==> src/scope_params.svh <==
`ifndef SCOPE_PARAMS_SVH
`define SCOPE_PARAMS_SVH

// datapath widths
`define SCOPE_DW   14   // adc sample
`define SCOPE_CW   17   // pre/post counters
`define SCOPE_DCW  17   // decimation factor
`define SCOPE_DSW  4    // averaging shift
`define SCOPE_TW   64   // timestamp
`define SCOPE_TN   4    // trigger select mask
`define SCOPE_AW   7    // register byte address

// register map, byte offsets
`define SCOPE_REG_CTL         7'h00  // control pulses / status word
`define SCOPE_REG_TRG         7'h08
`define SCOPE_REG_PRE         7'h10
`define SCOPE_REG_PST         7'h14
`define SCOPE_REG_STS_PRE     7'h18
`define SCOPE_REG_STS_PST     7'h1c
`define SCOPE_REG_CTS_TRG_LO  7'h28
`define SCOPE_REG_CTS_TRG_HI  7'h2c
`define SCOPE_REG_LVL         7'h50
`define SCOPE_REG_HST         7'h54
`define SCOPE_REG_EDG         7'h58
`define SCOPE_REG_AVG         7'h60
`define SCOPE_REG_DEC         7'h64
`define SCOPE_REG_SHR         7'h68
`endif
==> src/scope_dsp_pkg.sv <==
`include "scope_params.svh"

package scope_dsp_pkg;

  typedef logic signed [`SCOPE_DW-1:0] sample_t;   // adc code, two's complement
  typedef logic [`SCOPE_CW-1:0]        count_t;    // pre/post sample count
  typedef logic [`SCOPE_DCW-1:0]       dec_t;      // decimation factor
  typedef logic [`SCOPE_DSW-1:0]       shift_t;    // right shift after summing
  typedef logic [`SCOPE_TW-1:0]        stamp_t;    // free running time
  // bit 0 sw, bit 1 edge, bits 3:2 external lines
  typedef logic [`SCOPE_TN-1:0]        trg_sel_t;

  // sample stream, no ready since the adc never stalls
  typedef struct packed {
    logic    valid;
    sample_t data;
  } sample_strm_t;

  typedef struct packed {
    trg_sel_t trg;  // trigger source mask
    count_t   pre;  // samples before trigger
    count_t   pst;  // samples after trigger
    sample_t  lvl;  // edge level
    sample_t  hst;  // hysteresis
    logic     edg;  // 0 rising, 1 falling
    logic     avg;  // sum group instead of picking first
    dec_t     dec;  // group size, 0 acts as 1
    shift_t   shr;
  } scope_cfg_t;

  // single cycle pulses from a CTL write
  typedef struct packed {
    logic rst;
    logic trg;
    logic acq;
    logic stp;
  } scope_ctl_t;

  typedef enum logic [1:0] {IDLE, PRE, WAIT, POST} acq_state_t;

endpackage

==> src/scope_bus_pkg.sv <==
`include "scope_params.svh"

package scope_bus_pkg;

  // plain bus words
  typedef logic [`SCOPE_AW-1:0] bus_addr_t;  // byte address
  typedef logic [31:0]          bus_data_t;
  typedef logic [3:0]           bus_strb_t;  // one bit per byte lane
  typedef logic [1:0]           bus_resp_t;

  localparam bus_resp_t AXIL_OKAY = 2'b00;  // only response ever returned

  //////////////////////////////
  // axi4-lite channels, ready travels on its own
  //////////////////////////////

  typedef struct packed {
    bus_addr_t addr;
    logic      valid;
  } axil_aw_t;

  typedef struct packed {
    bus_data_t data;
    bus_strb_t strb;
    logic      valid;
  } axil_w_t;

  typedef struct packed {
    bus_resp_t resp;
    logic      valid;
  } axil_b_t;

  typedef struct packed {
    bus_addr_t addr;
    logic      valid;
  } axil_ar_t;

  typedef struct packed {
    bus_data_t data;
    bus_resp_t resp;
    logic      valid;
  } axil_r_t;

endpackage

==> src/scope_top.sv <==
module scope_top
  import scope_bus_pkg::*;
  import scope_dsp_pkg::*;
(
  input  logic         bus,
  input  logic         rst_n,
  // axi4-lite register port
  input  axil_aw_t     aw,
  output logic         awready,
  input  axil_w_t      w,
  output logic         wready,
  output axil_b_t      b,
  input  logic         bready,
  input  axil_ar_t     ar,
  output logic         arready,
  output axil_r_t      r,
  input  logic         rready,
  // streams and triggers
  input  sample_strm_t sti,
  input  logic [1:0]   trg_ext,
  input  stamp_t       cts,       // current time
  output sample_strm_t sto,
  output logic         irq_trg,
  output logic         irq_stp,
  output logic         trg_swo
);

  scope_cfg_t   cfg;
  scope_ctl_t   ctl;
  sample_strm_t std;       // decimated stream
  logic         trg_edge;
  logic         sts_acq;
  logic         sts_trg;
  count_t       sts_pre;
  count_t       sts_pst;
  stamp_t       cts_trg;

  //////////////////////////////
  // register bank, then datapath
  //////////////////////////////

  scope_regs scope_regs_inst (
    .bus, .rst_n, .aw, .awready, .w, .wready, .b, .bready,
    .ar, .arready, .r, .rready,
    .sts_acq, .sts_trg, .sts_pre, .sts_pst, .cts_trg, .cfg, .ctl
  );

  scope_dec_avg scope_dec_avg_inst (
    .bus, .rst_n, .clr (ctl.rst), .avg (cfg.avg), .dec (cfg.dec),
    .shr (cfg.shr), .sti, .std
  );

  scope_edge scope_edge_inst (
    .bus, .rst_n, .clr (ctl.rst), .edg (cfg.edg), .lvl (cfg.lvl),
    .hst (cfg.hst), .std, .trg_edge
  );

  scope_acq scope_acq_inst (
    .bus, .rst_n, .cfg, .ctl, .std, .trg_edge, .trg_ext, .cts,
    .sto, .sts_acq, .sts_trg, .sts_pre, .sts_pst, .cts_trg,
    .irq_trg, .irq_stp, .trg_swo
  );

endmodule

==> src/scope_acq.sv <==
module scope_acq
  import scope_dsp_pkg::*;
(
  input  logic         bus,
  input  logic         rst_n,
  input  scope_cfg_t   cfg,
  input  scope_ctl_t   ctl,
  input  sample_strm_t std,
  input  logic         trg_edge,
  input  logic [1:0]   trg_ext,
  input  stamp_t       cts,
  output sample_strm_t sto,
  output logic         sts_acq,
  output logic         sts_trg,
  output count_t       sts_pre,
  output count_t       sts_pst,
  output stamp_t       cts_trg,
  output logic         irq_trg,
  output logic         irq_stp,
  output logic         trg_swo
);

  acq_state_t state;
  trg_sel_t   src;       // masked trigger sources
  logic       trg_go;    // trigger accepted this cycle
  logic       fwd;       // sample goes out next cycle
  logic       trg_seen;  // since last start
  logic       sto_vld;
  sample_t    sto_dat;
  count_t     pre_nxt;
  count_t     pst_nxt;

  always_comb begin
    src     = {trg_ext, trg_edge, ctl.trg} & cfg.trg;
    trg_go  = (state == WAIT) && (|src) && !ctl.rst && !ctl.stp && !ctl.acq;
    fwd     = std.valid && (state != IDLE) && !ctl.rst && !ctl.stp;
    pre_nxt = sts_pre + 1'b1;
    pst_nxt = sts_pst + 1'b1;
  end

  //////////////////////////////
  // acquisition fsm
  //////////////////////////////

  always_ff @(posedge bus) begin
    if (!rst_n) begin
      state    <= IDLE;
      sts_pre  <= '0;
      sts_pst  <= '0;
      trg_seen <= 1'b0;
      irq_trg  <= 1'b0;
      irq_stp  <= 1'b0;
      trg_swo  <= 1'b0;
      sto_vld  <= 1'b0;
    end else begin
      irq_trg <= 1'b0;
      irq_stp <= 1'b0;
      trg_swo <= ctl.trg;  // sw trigger copy for outside
      sto_vld <= fwd;
      if (ctl.rst) begin
        state    <= IDLE;  // silent, no irq
        trg_seen <= 1'b0;
      end else if (ctl.stp) begin
        if (state != IDLE) irq_stp <= 1'b1;
        state <= IDLE;
      end else if (ctl.acq) begin
        state    <= PRE;
        sts_pre  <= '0;
        sts_pst  <= '0;
        trg_seen <= 1'b0;
      end else begin
        case (state)
          PRE:
            if (sts_pre >= cfg.pre) state <= WAIT;  // pre of 0, or lowered
            else if (std.valid) begin
              sts_pre <= pre_nxt;
              if (pre_nxt >= cfg.pre) state <= WAIT;
            end
          WAIT:
            if (trg_go) begin
              state    <= POST;
              irq_trg  <= 1'b1;
              trg_seen <= 1'b1;
            end
          POST:
            if (sts_pst >= cfg.pst) begin
              state   <= IDLE;
              irq_stp <= 1'b1;
            end else if (std.valid) begin
              sts_pst <= pst_nxt;
              if (pst_nxt >= cfg.pst) begin
                state   <= IDLE;  // last post sample still forwarded
                irq_stp <= 1'b1;
              end
            end
          default: ;
        endcase
      end
    end
  end

  // payload, no reset
  always_ff @(posedge bus) begin
    if (fwd)    sto_dat <= std.data;
    if (trg_go) cts_trg <= cts;  // time of trigger
  end

  assign sto.valid = sto_vld;
  assign sto.data  = sto_dat;
  assign sts_acq   = (state != IDLE);
  assign sts_trg   = trg_seen;

  a_irq_excl: assert property (@(posedge bus) disable iff (!rst_n)
    !(irq_trg && irq_stp));

endmodule

==> src/scope_edge.sv <==
`include "scope_params.svh"

module scope_edge
  import scope_dsp_pkg::*;
(
  input  logic         bus,
  input  logic         rst_n,
  input  logic         clr,
  input  logic         edg,       // 0 rising, 1 falling
  input  sample_t      lvl,
  input  sample_t      hst,
  input  sample_strm_t std,
  output logic         trg_edge
);

  // two guard bits so lvl +/- hst cannot wrap
  localparam int unsigned XW = `SCOPE_DW + 2;
  typedef logic signed [XW-1:0] thr_t;

  thr_t smp;
  thr_t lvl_x;
  thr_t thr_lo;   // arming level, rising
  thr_t thr_hi;   // arming level, falling
  logic arm;
  logic fire;
  logic armed;

  always_comb begin
    smp    = thr_t'(std.data);
    lvl_x  = thr_t'(lvl);
    thr_lo = lvl_x - thr_t'(hst);
    thr_hi = lvl_x + thr_t'(hst);
    if (!edg) begin
      arm  = (smp < thr_lo);
      fire = (smp >= lvl_x);
    end else begin
      arm  = (smp > thr_hi);
      fire = (smp <= lvl_x);
    end
  end

  // armed/disarmed, only moves on valid samples
  always_ff @(posedge bus) begin
    if (!rst_n || clr) begin
      armed    <= 1'b0;
      trg_edge <= 1'b0;
    end else begin
      trg_edge <= std.valid && armed && fire;
      if (std.valid) begin
        if (armed && fire)      armed <= 1'b0;  // fired, wait for re-arm
        else if (!armed && arm) armed <= 1'b1;
      end
    end
  end

endmodule

==> src/scope_dec_avg.sv <==
`include "scope_params.svh"

module scope_dec_avg
  import scope_dsp_pkg::*;
(
  input  logic         bus,
  input  logic         rst_n,
  input  logic         clr,    // control reset, restarts the group
  input  logic         avg,
  input  dec_t         dec,
  input  shift_t       shr,
  input  sample_strm_t sti,
  output sample_strm_t std
);

  // sum of up to 2^17 samples never overflows this
  localparam int unsigned ACW = `SCOPE_DW + `SCOPE_DCW;
  typedef logic signed [ACW-1:0] acc_t;

  dec_t    cnt;      // position in group
  dec_t    lst;      // index of last sample in group
  logic    last;
  acc_t    acc;
  acc_t    sum;      // acc including current sample
  sample_t fst;      // first sample of group
  sample_t fst_nxt;
  logic    vld;
  sample_t dat;

  always_comb begin
    lst     = (dec == '0) ? '0 : dec - 1'b1;  // 0 behaves as 1
    last    = (cnt >= lst);  // >= covers a shrink of dec mid group
    sum     = (cnt == '0) ? acc_t'(sti.data) : acc + acc_t'(sti.data);
    fst_nxt = (cnt == '0) ? sti.data : fst;
  end

  //////////////////////////////
  // group counter
  //////////////////////////////

  always_ff @(posedge bus) begin
    if (!rst_n || clr) begin
      cnt <= '0;
      vld <= 1'b0;
    end else begin
      vld <= sti.valid && last;  // one output per group
      if (sti.valid) cnt <= last ? '0 : cnt + 1'b1;
    end
  end

  // accumulator and output sample
  always_ff @(posedge bus) begin
    if (sti.valid) begin
      acc <= sum;
      fst <= fst_nxt;
      if (last) dat <= avg ? sample_t'(sum >>> shr) : fst_nxt;  // truncate
    end
  end

  assign std.valid = vld;
  assign std.data  = dat;

  a_std_src: assert property (@(posedge bus) disable iff (!rst_n)
    std.valid |-> $past(sti.valid));

endmodule

==> src/scope_regs.sv <==
`include "scope_params.svh"

module scope_regs
  import scope_bus_pkg::*;
  import scope_dsp_pkg::*;
(
  input  logic       bus,
  input  logic       rst_n,
  input  axil_aw_t   aw,
  output logic       awready,
  input  axil_w_t    w,
  output logic       wready,
  output axil_b_t    b,
  input  logic       bready,
  input  axil_ar_t   ar,
  output logic       arready,
  output axil_r_t    r,
  input  logic       rready,
  input  logic       sts_acq,
  input  logic       sts_trg,
  input  count_t     sts_pre,
  input  count_t     sts_pst,
  input  stamp_t     cts_trg,
  output scope_cfg_t cfg,
  output scope_ctl_t ctl
);

  logic      bvld;     // write response pending
  logic      rvld;     // read data pending
  bus_data_t rdata;
  bus_data_t rd_mux;
  logic      wr_go;    // aw and w taken this cycle
  logic      wr_ok;    // ... with full strobes
  logic      rd_go;

  //////////////////////////////
  // write channel
  //////////////////////////////

  assign wr_go   = aw.valid && w.valid && !bvld;
  assign wr_ok   = wr_go && (w.strb == 4'hf);  // partial writes dropped
  assign awready = wr_go;
  assign wready  = wr_go;
  assign b.resp  = AXIL_OKAY;
  assign b.valid = bvld;

  always_ff @(posedge bus) begin
    if (!rst_n) begin
      bvld    <= 1'b0;
      ctl     <= '0;
      cfg     <= '0;
      cfg.dec <= dec_t'(1);  // no decimation out of reset
    end else begin
      ctl <= '0;  // pulses last one cycle
      if (bvld && bready) bvld <= 1'b0;
      else if (wr_go)     bvld <= 1'b1;
      if (wr_ok) begin
        case (aw.addr)
          `SCOPE_REG_CTL: begin
            ctl.rst <= w.data[0];
            ctl.trg <= w.data[1];
            ctl.acq <= w.data[2] && !w.data[3];  // stop wins over start
            ctl.stp <= w.data[3];
          end
          `SCOPE_REG_TRG: cfg.trg <= w.data[`SCOPE_TN-1:0];
          `SCOPE_REG_PRE: cfg.pre <= w.data[`SCOPE_CW-1:0];
          `SCOPE_REG_PST: cfg.pst <= w.data[`SCOPE_CW-1:0];
          `SCOPE_REG_LVL: cfg.lvl <= w.data[`SCOPE_DW-1:0];
          `SCOPE_REG_HST: cfg.hst <= w.data[`SCOPE_DW-1:0];
          `SCOPE_REG_EDG: cfg.edg <= w.data[0];
          `SCOPE_REG_AVG: cfg.avg <= w.data[0];
          `SCOPE_REG_DEC: cfg.dec <= w.data[`SCOPE_DCW-1:0];
          `SCOPE_REG_SHR: cfg.shr <= w.data[`SCOPE_DSW-1:0];
          default: ;  // unmapped, ignore
        endcase
      end
    end
  end

  //////////////////////////////
  // read channel
  //////////////////////////////

  assign arready = !rvld;
  assign rd_go   = ar.valid && !rvld;

  always_comb begin
    case (ar.addr)
      `SCOPE_REG_CTL:        rd_mux = {28'h0, !sts_acq, sts_acq, sts_trg, 1'b0};
      `SCOPE_REG_TRG:        rd_mux = {{(32-`SCOPE_TN){1'b0}}, cfg.trg};
      `SCOPE_REG_PRE:        rd_mux = {{(32-`SCOPE_CW){1'b0}}, cfg.pre};
      `SCOPE_REG_PST:        rd_mux = {{(32-`SCOPE_CW){1'b0}}, cfg.pst};
      `SCOPE_REG_STS_PRE:    rd_mux = {{(32-`SCOPE_CW){1'b0}}, sts_pre};
      `SCOPE_REG_STS_PST:    rd_mux = {{(32-`SCOPE_CW){1'b0}}, sts_pst};
      `SCOPE_REG_CTS_TRG_LO: rd_mux = cts_trg[31:0];
      `SCOPE_REG_CTS_TRG_HI: rd_mux = cts_trg[63:32];
      `SCOPE_REG_LVL:        rd_mux = {{(32-`SCOPE_DW){1'b0}}, cfg.lvl};  // raw bits
      `SCOPE_REG_HST:        rd_mux = {{(32-`SCOPE_DW){1'b0}}, cfg.hst};
      `SCOPE_REG_EDG:        rd_mux = {31'h0, cfg.edg};
      `SCOPE_REG_AVG:        rd_mux = {31'h0, cfg.avg};
      `SCOPE_REG_DEC:        rd_mux = {{(32-`SCOPE_DCW){1'b0}}, cfg.dec};
      `SCOPE_REG_SHR:        rd_mux = {{(32-`SCOPE_DSW){1'b0}}, cfg.shr};
      default:               rd_mux = '0;
    endcase
  end

  always_ff @(posedge bus) begin
    if (!rst_n) rvld <= 1'b0;
    else if (rvld && rready) rvld <= 1'b0;
    else if (rd_go) rvld <= 1'b1;
  end

  always_ff @(posedge bus) begin
    if (rd_go) rdata <= rd_mux;  // held until the next address
  end

  assign r.data  = rdata;
  assign r.resp  = AXIL_OKAY;
  assign r.valid = rvld;

  // responses stay put until the master takes them
  a_b_hold: assert property (@(posedge bus) disable iff (!rst_n)
    b.valid && !bready |=> b.valid);
  a_r_hold: assert property (@(posedge bus) disable iff (!rst_n)
    r.valid && !rready |=> r.valid && $stable(r.data));
  a_ctl_excl: assert property (@(posedge bus) disable iff (!rst_n)
    !(ctl.acq && ctl.stp));

endmodule

==> config.mk <==
export PLATFORM = sky130hd
export DESIGN_NAME = scope_top
export DESIGN_NICKNAME = d
export VERILOG_FILES = /design/src/scope_dsp_pkg.sv /design/src/scope_bus_pkg.sv /design/src/scope_top.sv /design/src/scope_acq.sv /design/src/scope_edge.sv /design/src/scope_dec_avg.sv /design/src/scope_regs.sv
export VERILOG_INCLUDE_DIRS = /design/src
export SDC_FILE = /design/constraint.sdc
export NUM_CORES = 1
export LEC_CHECK = 0
export BUFFER_PORTS_ARGS = -buffer_cell sky130_fd_sc_hd__buf_2
export CAP_MARGIN = 25
export CORE_MARGIN = 3
export CORE_UTILIZATION = 65
export CTS_CLUSTER_SIZE = 8
export DETAILED_ROUTE_END_ITERATION = 6
export GPL_TIMING_DRIVEN = 0
export PLACE_DENSITY = 0.89
export SLEW_MARGIN = 15
export SYNTH_ARGS = -nofsm -noshare
export SYNTH_HDL_FRONTEND = slang
export SYNTH_SLANG_ARGS = --single-unit
export TNS_END_PERCENT = 10
==> constraint.sdc <==
create_clock -name bus -period 8.6 [get_ports bus]
set_clock_uncertainty 0.05 [all_clocks]
set_input_delay 0.43 -clock bus [delete_from_list [all_inputs] [get_ports bus]]
set_output_delay 0.43 -clock bus [all_outputs]
set_load 0.02 [all_outputs]
* Word level (Yosys, flattened, before mapping)
Cells that the tools add are included.
** Word-level totals
- ROM bits :: 0
- Logic and storage cells :: 198
- Memories :: 0
- Output and inout bits :: 59
- Bits in registers :: 325
- RAM bits :: 0
- Latch bits :: 0
** Cells by class
- Bitwise logic cells :: 5
- Shift operators :: 1
- Equal/unequal tests :: 38
- Mux-type cells :: 38
- Multipliers :: 0
- $lt $le $gt $ge :: 9
- Divide/modulo/power cells :: 0
- Reduce and logical (&&, ||, !) cells :: 66
- Add/subtract/negate cells :: 7
** Operators by type and width (count)
- 32-bit case mux with 14 select lines :: 1
- 17-bit 2-to-1 mux :: 10
- 17-bit >= comparator :: 5
- 7-bit == test (second input constant) :: 12
- 17-bit by 1-bit adder with 17-bit output (second input constant) :: 3
- 7-bit by 5-bit == test with 1-bit output (second input constant) :: 6
- 17-bit zero test :: 2
- 31-bit by 14-bit adder with 31-bit output :: 1
- 31-bit 2-to-1 mux :: 1
- 31-bit by 4-bit >>> shifter with 14-bit output :: 1
- 14-bit 2-to-1 mux :: 2
- 2-bit AND reduction :: 11
- 1-bit logical AND :: 19
- 17-bit by 1-bit subtractor with 17-bit output (second input constant) :: 1
- 1-bit 2-to-1 mux :: 16
- 14-bit by 14-bit adder with 15-bit output :: 1
- 14-bit by 15-bit greater-than comparator with 1-bit output :: 1
- 14-bit by 15-bit less-than comparator with 1-bit output :: 1
- 14-bit by 14-bit subtractor with 15-bit output :: 1
- 7-bit by 4-bit == test with 1-bit output (second input constant) :: 2
- 7-bit by 6-bit == test with 1-bit output (second input constant) :: 2
- 14-bit >= comparator :: 1
- 14-bit less-or-equal comparator :: 1
- 7-bit zero test :: 2
- 25 further kinds :: 61

* Depth between registers and ports, before layout
- Depth in word-level cells :: 9
- Mapped depth :: 21
- Gate-level depth less buffers :: 21

* Hierarchy
A second synthesis with hierarchy kept.
** Unflattened totals
- Cells, all modules :: 2471
- Area total of the unflattened synthesis :: 22556.6 um^2
** Modules (own cells, without submodules)
- scope_dec_avg :: cells an instance 885, area each 7211.9 um^2, instances 1
- scope_acq :: cells an instance 627, area each 6646.4 um^2, instances 1
- scope_regs :: cells an instance 636, area each 6217.2 um^2, instances 1
- scope_edge :: cells an instance 323, area each 2481.1 um^2, instances 1

* Worst setup path after synthesis
No wires, ideal clock.
- Path type :: flip-flop to flip-flop
- Start :: register scope_regs_inst.cfg[10] (netlist name)
- End :: register scope_dec_avg_inst.dat[0] (enable)
- Cell stages (with the launch flop) :: 20
- Path buffers :: 2
- Slack :: 3.839 ns
- Clock period less this slack :: 4.761 ns
- Data arrival time :: 4.317 ns
- Cells stage by stage :: dfxtp_1 > clkbuf_1 > or4_1 > nor4_1 > nand2b_1 > or2_1 > or3_1 > or2_1 > clkbuf_1 > and2_1 > ha_1 > nor2b_1 > o21a_1 > o21a_1 > o21a_1 > o21ai_0 > a21boi_0 > o21a_1 > o211ai_1 > a31oi_1
** Between the ends
- Longest elaborated chain between the ends :: 4
- Elaborated cells on any way between the ends :: 5
** Ends and longest elaborated chain
- 17-bit by 1-bit subtractor with 17-bit output / 17-bit zero test (equally long branches) :: RTL line scope_dec_avg.sv:31 : lst = (dec == '0) ? '0 : dec - 1'b1;
- 17-bit 2-to-1 mux (*) :: RTL line scope_dec_avg.sv:31
- 17-bit >= comparator (*) :: RTL line scope_dec_avg.sv:32 : last = (cnt >= lst);
- 2-bit AND reduction (no source line) (*)
- end signal: assignment :: RTL line scope_dec_avg.sv:56 : if (last) dat <= avg ? sample_t'(sum >>> shr) : fst_nxt;
- end: declaration :: RTL line scope_dec_avg.sv:28 : sample_t dat;
Mark *: on every way between the ends. The rest lies on a longest branch, timed or not.
A chain may end at the register's enable or synchronous reset.

* Worst setup path in the final report
- Start :: register scope_regs_inst.cfg[10] (netlist name)
- End :: register scope_dec_avg_inst.cnt[6]
** Between the ends
- Longest elaborated chain between the ends :: 4
- Elaborated cells on any way between the ends :: 5
** Ends and longest elaborated chain
- 17-bit by 1-bit subtractor with 17-bit output / 17-bit zero test (equally long branches) :: RTL line scope_dec_avg.sv:31
- 17-bit 2-to-1 mux (*) :: RTL line scope_dec_avg.sv:31
- 17-bit >= comparator (*) :: RTL line scope_dec_avg.sv:32
- 17-bit 2-to-1 mux (*) :: RTL line scope_dec_avg.sv:47 : if (sti.valid) cnt <= last ? '0 : cnt + 1'b1;
- end signal: assignment :: RTL line scope_dec_avg.sv:47
- end: declaration :: RTL line scope_dec_avg.sv:20 : dec_t cnt;
Marked as above.

==> results.txt <==
First-pass DRT Iterations - 6
Leakage power - 9.75 nW
GRT overflow - 0
Antenna violations before repair - 5
Slew headroom - 0.262
Total power - 3.77 mW
# resized after CTS - 0
Setup TNS Final - 0 ps
Vias in the first global route - 19,400
Syn. warnings - 0
CTS Buf Count - 46
Synthesized area - 20,900 um2
Drt wl/cell - 24.3 um
Most frequent cell after synthesis - nand2_1
Fill cells - 2,156
Sequential share of the synthesized area - 0.390
GRT Overall Usage - 0.410
Final period util - 0.640
Tmin final - 5500 ps
Actual slew at the worst max-slew pin - 1100 ps
Crit path capture type - flip-flop
Setup violators final - 0
Share of cells above drive strength 1 - 0.111
FF+latch count, synth - 323
CP startpoint kind - flip-flop
Non-Filler Instances - 2,989
H-tree levels - 2
RSZ-0062 raised after global routing - no
ANT nets after route - 0
Post-synth top flop - edfxtp_1
Initial Util - 0.670
Placed insts - 2,875
Worst-Skew Late Latency - 560 ps
Core footprint - 31,100 um2
CTS sink cnt - 323
Worst Hold Class - in2reg
Status - finished clean
Largest cells by area after synthesis - edfxtp_1 (24%), dfxtp_1 (15%), ha_1 (11%)
Synth unique cells - 103
Die width - 185 um
Final Core Density - 0.770
PnR worst setup slack - 3100 ps
Number of synthesized flops with an enable pin - 167
IO Pins - 197
Max frequency - 182 MHz
Clk slew on worst S/H paths - 50 ps
Residual DRC count - 0
Syn Area/Cell - 9.07 um2
Async set-reset flop share out of synthesis - 0
Max Cap Viol - 0
Die ar. - 34,300 um2
Row count - 64
First-pass GRT wire length - 109,000 um
Port bufs - 171
Hold Vio Cnt, Final - 0
Leading area contributor after synthesis - edfxtp_1
CTS root buf - clkbuf_16
Slew Viols, Final - 0
Die H - 185 um
# nets final - 2,887
WS Path Type - reg2reg
Gpl congestion - 1.02
Top cells by count, synth - nand2_1 (321), a21oi_1 (198), ha_1 (189), edfxtp_1 (167), dfxtp_1 (156)
DP Wirelength - 53,300 um
CP required - 8960 ps
Layout area overhead - 14.9%
Max IR drop VDD - 154 uV
Worst EP arrival - 5860 ps
Clk buf depth - 3
Post-synth top area share - 0.240
CP Max Fanout - 7
P per Cell Area - 157 nW/um2
Vias - 20,100
Cells after Synth - 2,301
Largest net degree at the start of global routing - 58
Vias/cell - 6.74
Worst Setup Slack post-DPL - 3470 ps
CTS tree - done
Starting DRT DRC Count - 2,726
DRT Wirelength - 72,500 um
[layer usage]
layer | part of all wire | track usage | wire [um] | vias up
met3 | 0.11 | 0.0888 | 7900 | 281
met5 | 0.00018 | 0 | 13 | -
met1 | 0.38 | 0.522 | 27300 | 9526
met2 | 0.45 | 0.647 | 32500 | 1282
li1 | - | - | - | 9046
met4 | 0.065 | 0.237 | 4740 | 2
[state kept, by name, indices dropped and copies added (netlist names), 2 cells and up]
| register | flops |
|---|---|
| scope_acq_inst.state | 2 |
| scope_regs_inst.ctl | 4 |
| scope_acq_inst.sts_pre | 17 |
| scope_regs_inst.rdata | 32 |
| scope_regs_inst.cfg | 89 |
| scope_dec_avg_inst.cnt | 17 |
| scope_dec_avg_inst.acc | 29 |
| scope_acq_inst.sts_pst | 17 |
| scope_dec_avg_inst.fst | 14 |
| scope_acq_inst.sto_dat | 14 |
| scope_dec_avg_inst.dat | 14 |
| scope_acq_inst.cts_trg | 64 |
[stage by stage]
step	instance area, um2	hold WS, ps
floorplan	20900	376
global placement	22200	403
detailed placement	22300	385
CTS	23900	0.133
global route	24000	0.0420
finish	24000	4.65
[layout make-up]
type                       count  area [um2]  share of cell area
sequential                   323        8140               0.339
inverter                     117         439              0.0183
multi-input combinational   1749       11800               0.494
clock buffer                  77        1300              0.0542
clock inverter                 3        33.8             0.00141
antenna                        4        10.0            0.000417
buffer                       115         480              0.0200
tap                          396         495              0.0207
timing repair buffer         205        1240              0.0516
[cell families after synthesis]
logic type / after synthesis / synth area share
DFF: 323 / 0.390
adders and majority gates: 192 / 0.116
and+or+nand+nor: 800 / 0.186
buffers and inverters: 232 / 0.0441
AOI/OAI and AO/OA: 620 / 0.204
muxes: 42 / 0.0213
xor gates and xnor gates: 91 / 0.0385
other: 1 / 0.000180
[worst paths after layout]
path / startpoint / endpoint / slack, ps / depth (start not counted)
setup / recovery: scope_regs_inst.cfg[10]$_SDFFE_PN0P_ / scope_dec_avg_inst.cnt[6]$_SDFFE_PP0P_ / 3100 / 20
hold / removal: cts[1] / scope_acq_inst.cts_trg[1]$_DFFE_PP_ / 5 / 1
setup reg to reg: scope_regs_inst.cfg[10]$_SDFFE_PN0P_ / scope_dec_avg_inst.cnt[6]$_SDFFE_PP0P_ / 3100 / 20
hold reg to reg: scope_dec_avg_inst.dat[0]$_DFFE_PP_ / scope_acq_inst.sto_dat[0]$_DFFE_PP_ / 400 / 0
[layout by cell type (no fill, tap or decap), types with 20 or more instances in the layout]
master and n:
nand2_1 321, a21oi_1 198, ha_1 189, buf_2 176, edfxtp_1 167, dfxtp_1 156, clkbuf_1 123, nor2_1 121
inv_1 115, o21ai_0 83, nand3_1 60, nor3_1 53, xor2_1 51, clkbuf_16 47, nand4_1 42, xnor2_1 39
a21o_1 39, nor2b_1 34, and3_1 32, mux2i_1 31, a22o_1 29, dlygate4sd3_1 29, o21a_1 28, a221oi_1 25
and2_1 24, nand2b_1 23, a22oi_1 22, a211oi_1 22, a222oi_1 20, a31oi_1 20
[critical path, stage by stage (launching register included)]
cell and delay [ps]:
dfxtp_1 300, clkbuf_1 190, or4_1 640, nor4_1 370
nand2b_1 150, or2_1 270, or3_1 430, or2_1 250
clkbuf_1 160, nand2b_1 100, ha_1 230, nor2b_1 130
o21a_1 170, o21a_1 170, o21a_1 160, o21ai_0 140
a21boi_0 100, o21a_1 170, o211ai_1 350, nand3_1 340
a211oi_1 470
[power breakdown]
| group | internal (mW) | switching (mW) |
|---|---|---|
| registers | 1.65 | 0.0140 |
| clock network | 1.02 | 0.707 |
| logic | 0.137 | 0.245 |
[what timing repair did]
item / 4_1_cts / 5_1_grt
buffers inserted: 0 / 0
hold buffers: 23 / 6
hold endpoints to repair: 23 / 6
No activity file was read; power rests on OpenSTA's default activity.
